$ cat config.mk
export PLATFORM = sky130hd
export DESIGN_NAME = read_engine
export DESIGN_NICKNAME = d
export VERILOG_FILES = /design/src/verilog/read_engine_pkg.sv /design/src/verilog/rcv_dq_fifo.sv /design/src/verilog/training_monitor.sv /design/src/verilog/rxdata_blk.sv /design/src/verilog/rcvr_fsm.sv /design/src/verilog/read_engine.sv
export SDC_FILE = /design/constraint.sdc
export NUM_CORES = 1
export LEC_CHECK = 0
export BUFFER_PORTS_ARGS = -buffer_cell sky130_fd_sc_hd__buf_2
export CAP_MARGIN = 20
export CORE_ASPECT_RATIO = 2
export CORE_MARGIN = 3
export CORE_UTILIZATION = 25
export CTS_BUF_LIST = sky130_fd_sc_hd__clkbuf_4 sky130_fd_sc_hd__clkbuf_8
export DETAILED_ROUTE_END_ITERATION = 8
export SETUP_SLACK_MARGIN = 0.15
export SYNTH_ARGS = -nofsm -noshare
export SYNTH_HDL_FRONTEND = slang
export SYNTH_SLANG_ARGS = --single-unit
export TNS_END_PERCENT = 1
$ cat constraint.sdc
create_clock -name mem_clk -period 4.4 [get_ports mem_clk]
set_input_delay 1.1 -clock mem_clk [delete_from_list [all_inputs] [get_ports mem_clk]]
set_output_delay 1.1 -clock mem_clk [all_outputs]
set_load 0.01 [all_outputs]
$ cat src/verilog/read_engine_pkg.sv
`default_nettype none

package read_engine_pkg;

  // --------------------
  // Bus and word widths
  // --------------------
  localparam int dq_width   = 8;   // Octal memory data bus
  localparam int word_width = 16;  // One FIFO entry, two bytes

  // --------------------
  // FIFO sizing
  // --------------------
  localparam int rcv_fifo_addr_width = 4;  // 16 entries
  localparam int stretch_margin      = 2;  // Free entries that trigger stretch

  // Programmed counts
  localparam int byte_cnt_width = 6;  // Data read length in bytes
  localparam int dlp_cnt_width  = 3;  // DLP words minus one

  // Receiver ownership of the FIFO read port
  typedef enum logic [1:0] {
    st_idle,   // Nobody reads
    st_train,  // Training monitor reads
    st_data    // Data block reads
  } rcvr_state_t;

endpackage

`default_nettype wire

$ cat src/verilog/rcv_dq_fifo.sv
`timescale 1ns/1ps
`default_nettype none

module rcv_dq_fifo #(
  parameter int addr_width = read_engine_pkg::rcv_fifo_addr_width
) (
  input  wire                                   mem_clk,
  input  wire                                   reset,
  input  wire                                   dqs,          // Strobe level from memory
  input  wire  [read_engine_pkg::dq_width-1:0]  dq_in,
  input  wire                                   rd_en,        // Pop head word
  input  wire                                   flush_en,
  output logic [read_engine_pkg::word_width-1:0] dout,        // Head word, fall through
  output logic                                  empty,
  output logic                                  almost_full,
  output logic                                  flush_done
);

  import read_engine_pkg::*;

  localparam int depth = 1 << addr_width;

  // Storage
  logic [word_width-1:0] mem [depth];
  logic [addr_width-1:0] wr_ptr;
  logic [addr_width-1:0] rd_ptr;
  logic [addr_width:0]   count;      // One bit wider than the pointers
  logic [addr_width:0]   free_cnt;
  logic                  full;

  // Capture side
  logic                  dqs_q;
  logic                  dqs_edge;
  logic                  byte_held;  // High byte waiting for its partner
  logic [dq_width-1:0]   hi_byte;
  logic                  push;
  logic                  pop;

  // --------------------
  // Byte capture
  // --------------------
  assign dqs_edge = dqs ^ dqs_q;                    // Either edge carries a byte
  assign push     = dqs_edge && byte_held && !flush_en;
  assign pop      = rd_en && !empty && !flush_en;

  always_ff @(posedge mem_clk) begin
    if (reset) begin
      dqs_q     <= 1'b0;
      byte_held <= 1'b0;
    end else begin
      dqs_q <= dqs;
      if (flush_en) begin
        byte_held <= 1'b0;                          // Drop any odd byte
      end else if (dqs_edge) begin
        byte_held <= !byte_held;
      end
    end
  end

  // First byte of a pair goes high
  always_ff @(posedge mem_clk) begin
    if (dqs_edge && !byte_held) begin
      hi_byte <= dq_in;
    end
  end

  // --------------------
  // Circular buffer
  // --------------------
  always_ff @(posedge mem_clk) begin
    if (push) begin
      mem[wr_ptr] <= {hi_byte, dq_in};              // Second byte completes the word
    end
  end

  always_ff @(posedge mem_clk) begin
    if (reset || flush_en) begin
      wr_ptr <= '0;
      rd_ptr <= '0;
      count  <= '0;
    end else begin
      if (push) begin
        wr_ptr <= wr_ptr + 1'b1;                    // Wraps at depth
      end
      if (pop) begin
        rd_ptr <= rd_ptr + 1'b1;
      end
      case ({push, pop})
        2'b10:   count <= count + 1'b1;
        2'b01:   count <= count - 1'b1;
        default: count <= count;                    // Idle or both
      endcase
    end
  end

  // Flush acknowledge, one cycle behind the request
  always_ff @(posedge mem_clk) begin
    if (reset) begin
      flush_done <= 1'b0;
    end else begin
      flush_done <= flush_en;
    end
  end

  // Status
  assign dout        = mem[rd_ptr];
  assign empty       = (count == '0);
  assign full        = (count == (addr_width + 1)'(depth));
  assign free_cnt    = (addr_width + 1)'(depth) - count;
  assign almost_full = (free_cnt <= (addr_width + 1)'(stretch_margin));

  // Stretch request must pause the memory before the buffer overflows
  a_no_push_full : assert property (
    @(posedge mem_clk) disable iff (reset) (push && full) |-> pop
  ) else $error("rcv_dq_fifo: byte pair pushed into a full FIFO");

  // Clients only pop what is there
  a_no_pop_empty : assert property (
    @(posedge mem_clk) disable iff (reset) !(rd_en && empty)
  ) else $error("rcv_dq_fifo: pop requested while FIFO is empty");

endmodule

`default_nettype wire

$ cat src/verilog/training_monitor.sv
`timescale 1ns/1ps
`default_nettype none

module training_monitor (
  input  wire                                     mem_clk,
  input  wire                                     reset,
  input  wire                                     blk_en,        // Grant from rcvr_fsm
  input  wire  [read_engine_pkg::dq_width-1:0]    dlp_pattern,   // Expected byte on every beat
  input  wire  [read_engine_pkg::dlp_cnt_width-1:0] dlp_cyc_cnt, // Words to check, minus one
  input  wire                                     fifo_empty,
  input  wire  [read_engine_pkg::word_width-1:0]  fifo_dout,
  output logic                                    rd_en,
  output logic [read_engine_pkg::dq_width-1:0]    calib_tap_out, // One bit per dq lane
  output logic                                    calib_tap_valid,
  output logic                                    dlp_read_stop
);

  import read_engine_pkg::*;

  logic                     blk_en_q;
  logic                     start;
  logic                     active;     // Still collecting pattern words
  logic [dlp_cnt_width-1:0] word_cnt;
  logic                     last_pop;
  logic [dq_width-1:0]      lane_mask;  // Lanes that matched so far
  logic [dq_width-1:0]      hi_err;
  logic [dq_width-1:0]      lo_err;

  // --------------------
  // Sequencing
  // --------------------
  assign start    = blk_en && !blk_en_q;             // Grant just arrived
  assign rd_en    = blk_en && active && !fifo_empty;
  assign last_pop = rd_en && (word_cnt == dlp_cyc_cnt);

  always_ff @(posedge mem_clk) begin
    if (reset) begin
      blk_en_q <= 1'b0;
      active   <= 1'b0;
      word_cnt <= '0;
    end else begin
      blk_en_q <= blk_en;
      if (start) begin
        active   <= 1'b1;
        word_cnt <= '0;
      end else if (rd_en) begin
        word_cnt <= word_cnt + 1'b1;
        if (last_pop) begin
          active <= 1'b0;                            // Count reached
        end
      end
    end
  end

  // --------------------
  // Lane comparison
  // --------------------
  // Both bytes of a word are checked against the same pattern
  assign hi_err = fifo_dout[word_width-1 -: dq_width] ^ dlp_pattern;
  assign lo_err = fifo_dout[dq_width-1:0] ^ dlp_pattern;

  always_ff @(posedge mem_clk) begin
    if (reset) begin
      lane_mask <= '1;
    end else if (start) begin
      lane_mask <= '1;                               // All lanes pass until proven bad
    end else if (rd_en) begin
      lane_mask <= lane_mask & ~(hi_err | lo_err);   // A mismatch sticks
    end
  end

  assign calib_tap_out = lane_mask;                  // Final after last pop

  // Result strobes, one cycle after the last pop
  always_ff @(posedge mem_clk) begin
    if (reset) begin
      calib_tap_valid <= 1'b0;
      dlp_read_stop   <= 1'b0;
    end else begin
      calib_tap_valid <= last_pop;
      dlp_read_stop   <= last_pop;
    end
  end

endmodule

`default_nettype wire

$ cat src/verilog/rxdata_blk.sv
`timescale 1ns/1ps
`default_nettype none

module rxdata_blk (
  input  wire                                        mem_clk,
  input  wire                                        reset,
  input  wire                                        blk_en,
  input  wire  [read_engine_pkg::byte_cnt_width-1:0] no_of_data_bytes,
  input  wire                                        fifo_empty,
  input  wire                                        fifo_almost_full,
  input  wire  [read_engine_pkg::word_width-1:0]     fifo_dout,
  input  wire                                        rdata_ack,      // Host side of handshake
  output logic                                       rd_en,
  output logic [read_engine_pkg::word_width-1:0]     rdata,
  output logic                                       rdata_valid,
  output logic                                       read_end,
  output logic                                       rd_clk_stretch
);

  import read_engine_pkg::*;

  logic                      blk_en_q;
  logic                      start;
  logic                      running;     // Read in progress
  logic                      hold_full;   // Holding register owns a word
  logic [byte_cnt_width-1:0] word_total;  // Words this read
  logic [byte_cnt_width-1:0] fetch_cnt;   // Words popped from the FIFO
  logic [byte_cnt_width-1:0] sent_cnt;    // Words taken by the host
  logic                      handoff;
  logic                      all_sent;

  assign start    = blk_en && !blk_en_q;
  assign rd_en    = blk_en && running && !hold_full && !fifo_empty &&
                    (fetch_cnt != word_total);
  assign handoff  = rdata_valid && rdata_ack;           // Host accepted
  assign all_sent = running && !hold_full && (sent_cnt == word_total);

  // --------------------
  // Read bookkeeping
  // --------------------
  always_ff @(posedge mem_clk) begin
    if (reset) begin
      blk_en_q   <= 1'b0;
      running    <= 1'b0;
      word_total <= '0;
      fetch_cnt  <= '0;
      sent_cnt   <= '0;
      read_end   <= 1'b0;
    end else begin
      blk_en_q <= blk_en;
      read_end <= 1'b0;
      if (start) begin
        running    <= 1'b1;
        word_total <= no_of_data_bytes >> 1;            // Two bytes per word
        fetch_cnt  <= '0;
        sent_cnt   <= '0;
      end else begin
        if (rd_en) begin
          fetch_cnt <= fetch_cnt + 1'b1;
        end
        if (handoff) begin
          sent_cnt <= sent_cnt + 1'b1;
        end
        if (all_sent && !rdata_ack && !read_end) begin
          read_end <= 1'b1;                             // Ack back low after last word
          running  <= 1'b0;
        end
      end
    end
  end

  // --------------------
  // Four phase handshake
  // --------------------
  always_ff @(posedge mem_clk) begin
    if (reset) begin
      hold_full   <= 1'b0;
      rdata_valid <= 1'b0;
    end else begin
      if (rd_en) begin
        hold_full <= 1'b1;
      end else if (handoff) begin
        hold_full <= 1'b0;                              // Register free again
      end
      if (handoff) begin
        rdata_valid <= 1'b0;
      end else if (hold_full && !rdata_valid && !rdata_ack) begin
        rdata_valid <= 1'b1;                            // Only once ack has returned low
      end
    end
  end

  always_ff @(posedge mem_clk) begin
    if (rd_en) begin
      rdata <= fifo_dout;                               // Head word for the host
    end
  end

  // Memory pause request
  always_ff @(posedge mem_clk) begin
    if (reset) begin
      rd_clk_stretch <= 1'b0;
    end else begin
      rd_clk_stretch <= fifo_almost_full;
    end
  end

  a_byte_cnt_legal : assert property (
    @(posedge mem_clk) disable iff (reset)
      start |-> (!no_of_data_bytes[0] && (no_of_data_bytes != '0))
  ) else $error("rxdata_blk: byte count must be even and nonzero");

  // Host sees valid until it answers
  a_valid_held : assert property (
    @(posedge mem_clk) disable iff (reset) (rdata_valid && !rdata_ack) |=> rdata_valid
  ) else $error("rxdata_blk: valid dropped before ack");

endmodule

`default_nettype wire

$ cat src/verilog/rcvr_fsm.sv
`timescale 1ns/1ps
`default_nettype none

module rcvr_fsm (
  input  wire  mem_clk,
  input  wire  reset,
  input  wire  start_read,       // Single cycle pulse
  input  wire  instrn_dlp_en,    // Selects training on start
  input  wire  dlp_read_stop,
  input  wire  read_end,
  output logic training_blk_en,
  output logic rxdata_blk_en
);

  import read_engine_pkg::*;

  rcvr_state_t state;
  rcvr_state_t state_nxt;

  // --------------------
  // Next state
  // --------------------
  always_comb begin
    state_nxt = state;
    case (state)
      st_idle: begin
        if (start_read) begin
          state_nxt = instrn_dlp_en ? st_train : st_data;
        end
      end
      st_train: begin
        if (dlp_read_stop) begin
          state_nxt = st_idle;     // Monitor finished
        end
      end
      st_data: begin
        if (read_end) begin
          state_nxt = st_idle;
        end
      end
      default: state_nxt = st_idle;
    endcase
  end

  always_ff @(posedge mem_clk) begin
    if (reset) begin
      state <= st_idle;
    end else begin
      state <= state_nxt;
    end
  end

  // Grants decode straight from state
  assign training_blk_en = (state == st_train);
  assign rxdata_blk_en   = (state == st_data);

  a_one_owner : assert property (
    @(posedge mem_clk) disable iff (reset) !(training_blk_en && rxdata_blk_en)
  ) else $error("rcvr_fsm: both FIFO clients granted");

endmodule

`default_nettype wire

$ cat src/verilog/read_engine.sv
`timescale 1ns/1ps
`default_nettype none

module read_engine (
  input  wire                                        mem_clk,
  input  wire                                        reset,
  input  wire                                        dqs,
  input  wire  [read_engine_pkg::dq_width-1:0]       dq_in,
  input  wire                                        start_read,
  input  wire                                        instrn_dlp_en,
  input  wire  [read_engine_pkg::dq_width-1:0]       instrn_dlp_pattern,
  input  wire  [read_engine_pkg::dlp_cnt_width-1:0]  csr_dlp_cyc_cnt,
  input  wire  [read_engine_pkg::byte_cnt_width-1:0] no_of_data_bytes,
  input  wire                                        rcv_dq_fifo_flush_en,
  input  wire                                        mem_16bit_rdata_ack,
  output logic [read_engine_pkg::word_width-1:0]     mem_16bit_rdata,
  output logic                                       mem_16bit_rdata_valid,
  output logic [read_engine_pkg::dq_width-1:0]       calib_tap_out,
  output logic                                       calib_tap_valid,
  output logic                                       dlp_read_stop,
  output logic                                       read_end,
  output logic                                       rcv_dqfifo_empty,
  output logic                                       rcv_dq_fifo_flush_done,
  output logic                                       rd_clk_stretch
);

  import read_engine_pkg::*;

  logic                  rcv_dqfifo_rd_en;
  logic [word_width-1:0] rcv_dqfifo_dout;
  logic                  rcv_dqfifo_almost_full;
  logic                  training_blk_en;
  logic                  rxdata_blk_en;
  logic                  training_rd_en;
  logic                  rxblk_rd_en;

  // --------------------
  // FIFO read port owner
  // --------------------
  assign rcv_dqfifo_rd_en = training_blk_en ? training_rd_en :
                            rxdata_blk_en   ? rxblk_rd_en    : 1'b0;

  rcv_dq_fifo #(.addr_width(rcv_fifo_addr_width)) rcv_dq_fifo_inst (
    .mem_clk     (mem_clk),
    .reset       (reset),
    .dqs         (dqs),
    .dq_in       (dq_in),
    .rd_en       (rcv_dqfifo_rd_en),
    .flush_en    (rcv_dq_fifo_flush_en),
    .dout        (rcv_dqfifo_dout),
    .empty       (rcv_dqfifo_empty),
    .almost_full (rcv_dqfifo_almost_full),
    .flush_done  (rcv_dq_fifo_flush_done)
  );

  training_monitor training_mon_inst (
    .mem_clk         (mem_clk),
    .reset           (reset),
    .blk_en          (training_blk_en),
    .dlp_pattern     (instrn_dlp_pattern),
    .dlp_cyc_cnt     (csr_dlp_cyc_cnt),
    .fifo_empty      (rcv_dqfifo_empty),
    .fifo_dout       (rcv_dqfifo_dout),
    .rd_en           (training_rd_en),
    .calib_tap_out   (calib_tap_out),
    .calib_tap_valid (calib_tap_valid),
    .dlp_read_stop   (dlp_read_stop)
  );

  rxdata_blk rxdata_blk_inst (
    .mem_clk          (mem_clk),
    .reset            (reset),
    .blk_en           (rxdata_blk_en),
    .no_of_data_bytes (no_of_data_bytes),
    .fifo_empty       (rcv_dqfifo_empty),
    .fifo_almost_full (rcv_dqfifo_almost_full),
    .fifo_dout        (rcv_dqfifo_dout),
    .rdata_ack        (mem_16bit_rdata_ack),
    .rd_en            (rxblk_rd_en),
    .rdata            (mem_16bit_rdata),
    .rdata_valid      (mem_16bit_rdata_valid),
    .read_end         (read_end),
    .rd_clk_stretch   (rd_clk_stretch)
  );

  rcvr_fsm rcvr_fsm_inst (
    .mem_clk         (mem_clk),
    .reset           (reset),
    .start_read      (start_read),
    .instrn_dlp_en   (instrn_dlp_en),
    .dlp_read_stop   (dlp_read_stop),
    .read_end        (read_end),
    .training_blk_en (training_blk_en),
    .rxdata_blk_en   (rxdata_blk_en)
  );

endmodule

`default_nettype wire

After elaboration in Yosys (flattened, before gate mapping)
Memory sizes are Yosys's and may differ from the RTL's. A register that Yosys moved wholly into a read port is not among the register bits. Index checks and enable logic that the tools add are counted. W data, S select, Z words.

Add/sub/neg operators: 8. Magnitude comparators: 1. Eq/ne operators: 10. Mux-type cells: 20. Bitwise logic cells: 6. Reductions and logical operators: 44.

Operators with widths (number): $logic_and A1 B1 Y1 (21); $xor A8 B8 Y8 (2); $add A6 B1 Y6 const B (2); $mux W1 (12); $pmux W5 S2 (1); $reduce_bool A2 Y1 (5); $logic_not A1 Y1 (9); $add A4 B1 Y4 const B (2); $and A8 B8 Y8 (1); $mux W2 (4); $mux W4 (2); $not A8 Y8 (1); $or A8 B8 Y8 (1); $reduce_or A2 Y1 (4); $eq A6 B5 Y1 (1); $ne A6 B5 Y1 (1); $pmux W2 S3 (1); $add A5 B1 Y5 const B (1); $le A5 B2 Y1 const B (1); $logic_not A5 Y1 (1); $sub A5 B1 Y5 const B (1); $sub A5 B5 Y5 const A (1); $eq A2 B1 Y1 const B (2); $eq A2 B2 Y1 const B (2); 9 further kinds (10).

Bits in registers: 79. RAM bits: 256. Bits of input ports: 32. Output and inout port bits: 31. Word-level logic and storage cells: 113. Memories: 1.

Memory list: rcv_dq_fifo_inst.mem (depth 16, width 16, rd ports 1, clocked after Yosys merged registers in 1, wr ports 1, line rcv_dq_fifo.sv:24) `logic [word_width-1:0] mem [depth];`.

Depth between registers and ports, before layout
Gate-level depths: netlist (run 1).

Depth after elaboration: 11. Depth in mapped cells: 18. Gate-level depth less buffers: 15.

Modules after synthesis
Synthesis (run 1) repeated with hierarchy kept, for this count alone.

Cells, all modules: 735. Area, all modules: 13566.8 um^2.

By module, submodules not included: rcv_dq_fifo (instances 1, cells each 515, area an instance 11198.2 um^2, sequential area each 8328.0 um^2); rxdata_blk (instances 1, cells each 137, area an instance 1586.5 um^2, sequential area each 940.9 um^2); training_monitor (instances 1, cells each 70, area an instance 664.4 um^2, sequential area each 280.3 um^2); rcvr_fsm (instances 1, cells each 10, area an instance 105.1 um^2, sequential area each 40.0 um^2); read_engine (instances 1, cells each 3, area an instance 12.5 um^2, sequential area each 0.0 um^2).

Least setup slack after synthesis (run 1)
Ideal clock, no wire load.

Path kind: register to register. Start: register rcv_dq_fifo_inst.count[1]. End: register rcv_dq_fifo_inst.count[4]. Setup time: 0.072 ns. Data arrival time: 3.429 ns. Required time: 4.328 ns. Setup slack: 0.900 ns. Stages on the path, launching flop included: 19. Buffers on the path: 3. Clock period less this slack: 3.500 ns. Path through: dfxtp_1 -> clkbuf_1 -> inv_1 -> ha_1 -> and2_1 -> ha_1 -> a211o_1 -> a21o_1 -> buf_2 -> inv_1 -> ha_1 -> clkbuf_1 -> xor2_1 -> ha_1 -> and3b_1 -> a31oi_1 -> o32ai_1 -> a211oi_1 -> mux2i_1.

Cells in the longest elaborated chain, start to end: 10. Elaborated cells on any way between the ends: 15. Those cells by class: add/sub: 2; eq/ne: 2; mux: 3; reduce/logical: 8.

Ends and longest elaborated chain: start: declaration (line rcv_dq_fifo.sv:27) `logic [addr_width:0] count;`; start signal: assignment (line rcv_dq_fifo.sv:89) `2'b10: count <= count + 1'b1;`; start signal: assignment (line rcv_dq_fifo.sv:90) `2'b01: count <= count - 1'b1;`; start signal: assignment (line rcv_dq_fifo.sv:91) `default: count <= count;`; $logic_not A5 Y1 (*) (line rcv_dq_fifo.sv:107) `assign empty = (count == '0);`; via rcv_dqfifo_empty (line read_engine.sv:22) `output logic rcv_dqfifo_empty,`; $logic_not A1 Y1 (*) (line rcv_dq_fifo.sv:44, training_monitor.sv:33, rxdata_blk.sv:33); $logic_and A1 B1 Y1 (2 in a row) (line rxdata_blk.sv:33) `assign rd_en = blk_en && running && !hold_full && !fifo_empty &&`; $mux W1 (line read_engine.sv:41) `rxdata_blk_en ? rxblk_rd_en : 1'b0;`; $mux W1 (line read_engine.sv:40) `assign rcv_dqfifo_rd_en = training_blk_en ? training_rd_en :`; $logic_and A1 B1 Y1 (*) (2 in a row) (line rcv_dq_fifo.sv:44) `assign pop = rd_en && !empty && !flush_en;`; via rcv_dq_fifo_inst.pop (line rcv_dq_fifo.sv:37) `logic pop;`; $eq A2 B1 Y1 / $eq A2 B2 Y1 (equally long branches) (line rcv_dq_fifo.sv:88) `case ({push, pop})`; $pmux W5 S2 / $reduce_bool A2 Y1 (equally long branches).

Mark *: on every way through the listed nets, which the timed path passes. The rest lies on a longest branch. A chain may end at the register's enable or synchronous reset.

Worst setup path after layout (run 1)
Start: register rcv_dq_fifo_inst.count[1]. End: register rcv_dq_fifo_inst.count[4].

Cells in the longest elaborated chain, start to end: 10. Elaborated cells on any way between the ends: 15. Those cells by class: add/sub: 2; eq/ne: 2; mux: 3; reduce/logical: 8.

Ends and longest elaborated chain (line): $logic_not A5 Y1 (*) (rcv_dq_fifo.sv:107); $logic_not A1 Y1 (*) (rcv_dq_fifo.sv:44, training_monitor.sv:33, rxdata_blk.sv:33); $logic_and A1 B1 Y1 (2 in a row) (rxdata_blk.sv:33); $mux W1 (read_engine.sv:41); $mux W1 (read_engine.sv:40); $logic_and A1 B1 Y1 (*) (2 in a row) (rcv_dq_fifo.sv:44); via rcv_dq_fifo_inst.pop (rcv_dq_fifo.sv:37); $eq A2 B1 Y1 / $eq A2 B2 Y1 (equally long branches) (rcv_dq_fifo.sv:88); $pmux W5 S2 / $reduce_bool A2 Y1 (equally long branches).

Marked as above.

==> metrics, run 1 <==
R2R Path End rcv_dq_fifo_inst.count[4]; post-route cell area 15,410 µm²; cts repair resizes 0; most common cell after layout, fill and taps aside edfxtp_1; # IOs 63; maximum clock rate 266.2 MHz; Gate power share 0.019; static leakage power 0.004972 µW; fraction of registers with async set/reset 0; Clock transition at path regs 0.07 ns; relative slew slack 0.2786; core area 52,710 µm²; EDFF count, synth 280; Mean Syn Cell Area 17.14 µm²; worst hold path stage count 2; worst hold start rcv_dq_fifo_inst.count[4]; Initial Util 0.2530; DRC Markers 0; reg2reg setup slack 0.64 ns; crit-path cells inv_1 -> ha_1 -> and2_1 -> ha_1 -> a211o_1 -> a21o_1 -> inv_1 -> ha_1 -> xor2_1 -> ha_1 -> and3b_1 -> a31oi_1 -> o32ai_1 -> a211oi_1 -> mux2i_1; Setup-failing EPs final 0; WHS 0.4658 ns; drt total wl 30.88 mm; routed via count 7,253; largest net degree at the start of global routing 65; Post-Route Setup TNS 0 ns; WS Path Type flop to flop; synth unique cells 46; Num CTS Buffers 44; CP Capture Type flop; via density per instance 4.602; WP data required 4.89 ns; Slew @ Worst Pin 1.078 ns; vias in the first global route 7,816; H-tree lvl count 2; Setup WS post-layout 0.6441 ns; Rows 119; Yosys reg bits 339; Seq pwr share 0.600; max-slew violation count 0; RSZ-0062 raised after global routing false; clock root buffer clkbuf_8; Pwr Density 382.3 nW/µm²; hold-fix buffer count after cts 0; Final Wtd Congestion 0.8340; critical path's slowest cell dfxtp_1; First-pass DRT Iterations 5; Yosys warning count 0; Worst IR Drop VDD 0.2013 mV; Fin. Hold Viols 0; CP top delay family compound AO/OA/AOI/OAI gates; CP Depth 15; DRT antenna net count 0; status finished clean; CTS Sinks 339; drt wl/cell 19.60 µm; Nets 922; Min Clock Period, post-route 3.756 ns; Worst path max stage delay 0.50 ns; Max Cap Violations 0; Mapped Cells 778; Critical R2R Launch rcv_dq_fifo_inst.count[1]; global-route wire length before repair 46.73 mm; CP Launch Type flop; crit path capture rcv_dq_fifo_inst.count[4]; Worst EP arrival 4.25 ns; post-synthesis cell area 13,330 µm²; Clock Skew 0.03219 ns; clk_lat worst skew 0.58 ns; sequential share of the synthesized area 0.7192; pre-CTS WS 0.6630 ns; detailed-placement wirelength estimate 20.53 mm; Synth Flop Type edfxtp_1; Final period util 0.8536; layout cell share with drive strength beyond 1 0.2588; most frequent cells in the layout edfxtp_1, buf_2, mux4_2, dfxtp_1, nor2_1; Initial DRC Count 516; die height 332.6 µm; Congestion Overflow GR 0; worst-path fanout max 10; switching power total 1233 µW; Int Pwr 4656 µW; post-CTS setup buffer count 0; most used cell, CP ha_1; Worst Hold Class flop to flop; TritonCTS clock tree done; Clock Path Buffers 3; Reg2Reg Depth 15; I/O Buffers 61; initial antenna violation count 10; Clock power frac 0.381; Post-Syn Nets 823; Area Growth Syn to Fin 15.54%; Net Sw Frac 0.2094; Die X 169.3 µm; dpl cell area 14,570 µm²; start point of the critical path rcv_dq_fifo_inst.count[1]; Buf/Inv on CP 2; Tot GR Track Use 0.1095; die footprint 56,310 µm²
==> kinds of logic (layout without fill, tap and decap cells) <==
| family | Yosys count | in the layout | share of synthesized area |
|---|---|---|---|
| flip-flops | 339 | 339 | 0.7192 |
| adder cells (fa/ha/maj) | 13 | 13 | 0.01220 |
| AND/OR/NAND/NOR | 184 | 184 | 0.06869 |
| XOR/XNOR | 34 | 34 | 0.02233 |
| multiplexers | 71 | 71 | 0.1154 |
| AO/OA/AOI/OAI | 89 | 89 | 0.04382 |
| buffers and inverters | 48 | 178 | 0.01839 |
| other | 0 | 3 | 0 |
==> per-layer routing <==
layer  share of wire  up-vias  track usage
met5          0.0028        -            0
met4           0.042       12      0.05401
met3           0.048       73      0.02283
met2            0.55      188       0.2085
met1            0.35     3724       0.1109
li1                -     3256            -
==> cell type report <==
| type | count | area [µm²] |
|---|---|---|
| Multi-Input combinational cell | 391 | 3553 |
| Inverter | 12 | 45.04 |
| Sequential cell | 339 | 9594 |
| Fill cell | 5255 | 37300 |
| Clock buffer | 58 | 716.9 |
| Tap cell | 665 | 832.0 |
| Clock inverter | 19 | 116.4 |
| Antenna cell | 3 | 7.507 |
| Timing Repair Buffer | 89 | 540.5 |
==> worst min-delay path by stage <==
stage / endpoint
global route: rcv_dq_fifo_inst.count[4]
detailed placement: rcv_dq_fifo_inst.count[4]
CTS: rcv_dq_fifo_inst.count[4]
global placement: rcv_dq_fifo_inst.count[4]
finish: rcv_dq_fifo_inst.count[4]
floorplan: rcv_dq_fifo_inst.count[4]
==> Yosys cell counts (4+ instances only) <==
cell,instances,area share
mux2i_1,6,0.0045
or4b_1,8,0.0060
inv_1,12,0.0034
xor2_1,21,0.014
a21oi_1,28,0.011
or2_2,5,0.0023
a211oi_1,7,0.0039
xnor2_1,13,0.0085
mux4_2,57,0.096
dfxtp_1,59,0.089
ha_1,13,0.012
o21ai_0,8,0.0030
nand3_1,12,0.0045
nand2b_1,7,0.0033
buf_2,9,0.0034
nand4_1,13,0.0061
clkbuf_1,17,0.0048
mux4_1,7,0.014
edfxtp_1,280,0.63
a22oi_1,33,0.019
buf_6,4,0.0034
nor2b_1,7,0.0033
nand2_1,46,0.013
or3_1,5,0.0023
nor2_1,59,0.017
nor3_1,10,0.0038
==> power by group through the flow <==
stage | Clock (µW) | Combinational (µW) | Sequential, µW
global placement | 0 | 110 | 3600
floorplan | 0 | 53.5 | 3590
CTS | 2330 | 114 | 3530
finish | 2240 | 113 | 3530
global route | 2460 | 125 | 3530
detailed placement | 0 | 114 | 3600
==> worst register-to-register path: cells and delay by family, from the launching register on <==
| kind | cells | cell delay (ns) |
|---|---|---|
| AOI/OAI and AO/OA | 5 | 1.16 |
| adders and majority gates | 4 | 1.12 |
| DFF | 1 | 0.50 |
| and+or+nand+nor | 2 | 0.33 |
| buffers and inverters | 2 | 0.25 |
| muxes | 1 | 0.21 |
| xor gates and xnor gates | 1 | 0.12 |
==> stage by stage <==
step	power [µW]	utilization	instances
6_report	5889	0.2923	1576
5_1_grt	6117	0.2922	1575
3_5_place_dp	3716	0.2763	1496
3_3_place_gp	3707	0.2763	1496
4_1_cts	5972	0.2921	1573
2_1_floorplan	3642	-	778
==> state kept, by name, indices dropped and copies added (netlist names), 5 cells and up, named ones only <==
name,cells
rcv_dq_fifo_inst.mem,256
rxdata_blk_inst.rdata,16
rcv_dq_fifo_inst.hi_byte,8
training_mon_inst.calib_tap_out,8
rxdata_blk_inst.fetch_cnt,6
rxdata_blk_inst.sent_cnt,6
rcv_dq_fifo_inst.count,5
rxdata_blk_inst.word_total,5
Note: power is estimated with default switching activity, not from simulation.
==> run 2, diff against run 1 <==
--- a/config.mk
+++ b/config.mk
@@ -12,6 +12,7 @@
 export CORE_UTILIZATION = 25
 export CTS_BUF_LIST = sky130_fd_sc_hd__clkbuf_4 sky130_fd_sc_hd__clkbuf_8
 export DETAILED_ROUTE_END_ITERATION = 8
+export PLACE_DENSITY_LB_ADDON = 0.05
 export SETUP_SLACK_MARGIN = 0.15
 export SYNTH_ARGS = -nofsm -noshare
 export SYNTH_HDL_FRONTEND = slang
==> constraint.sdc (replaced) <==
create_clock -name mem_clk -period 4.4 [get_ports mem_clk]
set_input_delay 1.1 -clock mem_clk [delete_from_list [all_inputs] [get_ports mem_clk]]
set_output_delay 1.1 -clock mem_clk [all_outputs]
set_load 0.005 [all_outputs]
==> run 2 against run 1 <==
  * Critical path type unchanged
  * First-iteration DRC count down 13%
  * Non-clock buffer count increased by 2
  * Via count fell by 0.33%
  * Global-route usage rose by 1.7 points
  * Power rose by 5.7%
  * Setup slack lost 0.0090 ns
  * Maximum frequency decreased by 0.24%
  * Flip-flop and latch count did not move
  * Sequential share of layout area fell by 0.73 points
  * Clock-buffer cell count increased by 15
==> metrics, run 2 (same netlist as run 1, synthesis figures left out) <==
maximum clock rate 265.6 MHz (-0.24%); drt total wl 35.72 mm (+16%); Initial Util 0.2530 (unchanged); Filler cells 5,285 (+0.57%); Die X 169.3 µm (unchanged); Reg with most FFs rcv_dq_fifo_inst.mem; Final Wtd Congestion 0.7386 (-11%); Slew @ Worst Pin 0.9541 ns (-0.1240 ns); cts repair resizes 0 (unchanged); Tot GR Track Use 0.1270 (+0.01747); crit-path cells inv_1 -> ha_1 -> and2_1 -> ha_1 -> a211o_1 -> a21o_1 -> inv_1 -> ha_1 -> xor2_1 -> ha_1 -> and3b_1 -> a31oi_1 -> o32ai_1 -> a211oi_1 -> mux2i_1; Clock Skew 0.02454 ns (-0.007648 ns); clock root buffer clkbuf_8; most common cell after layout, fill and taps aside edfxtp_1; Clock transition at path regs 0.07 ns (about the same); fin cells 1,587 (+0.70%); Max Cap Violations 0 (unchanged); post-CTS setup buffer count 0 (unchanged); drt wl/cell 22.51 µm (+15%); Num CTS Buffers 50 (+14%); detailed-placement wirelength estimate 23.17 mm (+13%); relative slew slack 0.3639 (+0.08533); WS Path Type flop to flop; max-slew violation count 0 (unchanged); DRC Markers 0 (unchanged); Worst path max stage delay 0.51 ns (about the same); post-route cell area 15,590 µm² (+1.2%); TritonCTS clock tree done; CP Capture Type flop; FF+latch area 9594 µm² (unchanged); Buf/Inv on CP 2 (unchanged); core area 52,710 µm² (unchanged); worst-path fanout max 10 (unchanged); CP Launch Type flop; CTS Sinks 339 (unchanged); Worst EP arrival 4.29 ns (+0.04 ns); Rows 119 (unchanged); Pwr Density 399.5 nW/µm² (+4.5%); Nets 930 (+0.87%); most frequent cells in the layout edfxtp_1, buf_2, mux4_2, dfxtp_1, clkbuf_8; dpl cell area 14,580 µm² (about the same); die height 332.6 µm (unchanged); area of the multi-input gates 3556 µm² (about the same); largest net degree at the start of global routing 47 (-28%); Top Registers rcv_dq_fifo_inst.mem x256, rxdata_blk_inst.rdata x16; most used cell, CP ha_1; Min Clock Period, post-route 3.765 ns (+0.009028 ns); critical path's slowest cell dfxtp_1; Worst Hold Class flop to flop; total power 6228 µW (+5.7%); layout cell share with drive strength beyond 1 0.2772 (+0.01836); Initial DRC Count 450 (-13%); H-tree lvl count 2 (unchanged); # IOs 63 (unchanged); DRT antenna net count 0 (unchanged); I/O Buffers 61 (unchanged); Fin. Hold Viols 0 (unchanged); routed via count 7,229 (-0.33%); via density per instance 4.555 (-1.0%); RSZ-0062 raised after global routing false; First-pass DRT Iterations 4 (-1); hold-fix buffer count after cts 0 (unchanged); Inst Count DP 1,497 (+0.067%); vias in the first global route 7,878 (+0.79%); Congestion Overflow GR 0 (unchanged); die footprint 56,310 µm² (unchanged); status finished clean; max FFs per register 256 (unchanged); static leakage power 0.005074 µW (+2.1%); clk_lat worst skew 0.62 ns (+0.04 ns); WP data required 4.93 ns (+0.04 ns); global-route wire length before repair 52.26 mm (+12%); Setup-failing EPs final 0 (unchanged); Worst IR Drop VDD 0.1223 mV (-39%); CP top delay family compound AO/OA/AOI/OAI gates; Final period util 0.8557 (+0.002052); Clock Path Buffers 3 (unchanged); initial antenna violation count 2 (-8); Area Growth Syn to Fin 16.91%; Post-Route Setup TNS 0 ns (unchanged)
[run 2: changes by cell type in the layout (fill, tap and decap cells not counted), sizes merged]
| cell | previous run | this run |
|---|---|---|
| clkinv | 16 | 11 |
| buf | 89 | 91 |
| diode | 3 | 2 |
| clkbuf | 58 | 73 |
[run 2: layout make-up]
cell class	count	area share
Tap cell	665	0.05338
Inverter	12	0.002889
Antenna cell	2	0.0003211
Clock buffer	73	0.05683
Multi-Input combinational cell	391	0.2281
Sequential cell	339	0.6155
Clock inverter	14	0.006100
Timing Repair Buffer	91	0.03692
[run 2: per-layer routing]
metal	track usage	up-vias	wire [µm]
met1	0.1357	3720	13140
met3	0.02450	59	1565
met4	0.04739	0	1074
met2	0.2429	168	19930
li1	-	3282	-
met5	0	-	0
[run 2: path summary, 6_finish.rpt]
kind	slack, ns	start	cells after the start	to
min reg2reg	0.46	rcv_dq_fifo_inst.count[4]	2	rcv_dq_fifo_inst.count[4]
max	0.64	rcv_dq_fifo_inst.count[1]	15	rcv_dq_fifo_inst.count[4]
max reg2reg	0.64	rcv_dq_fifo_inst.count[1]	15	rcv_dq_fifo_inst.count[4]
min	0.46	rcv_dq_fifo_inst.count[4]	2	rcv_dq_fifo_inst.count[4]
[run 2: stage by stage]
| stage | setup slack [ns] | util | hold WS (ns) |
|---|---|---|---|
| 6_report | 0.6350 | 0.2958 | 0.4610 |
| 5_1_grt | 0.3317 | 0.2957 | 0.5091 |
| 4_1_cts | 0.5926 | 0.2951 | 0.4679 |
| 3_5_place_dp | 0.6135 | 0.2765 | 0.4589 |
| 3_3_place_gp | 0.6051 | 0.2765 | 0.4533 |
| 2_1_floorplan | 0.9284 | - | 0.4380 |
[run 2: report_power, final]
group          switching, µW  total [µW]  internal, µW
Clock                   1220        2570          1350
Sequential              36.6        3530          3500
Combinational           86.5         125          38.4
Total                   1350        6230          4880
[run 2: worst reg2reg max path: cells and delay by family (launching register included)]
| kind | cells | cell delay, ns |
|---|---|---|
| compound gates | 5 | 1.16 |
| xor+xnor | 1 | 0.11 |
| fa+ha+maj | 4 | 1.12 |
| buf+inv | 2 | 0.23 |
| flops | 1 | 0.51 |
| mux | 1 | 0.21 |
| simple gates | 2 | 0.35 |
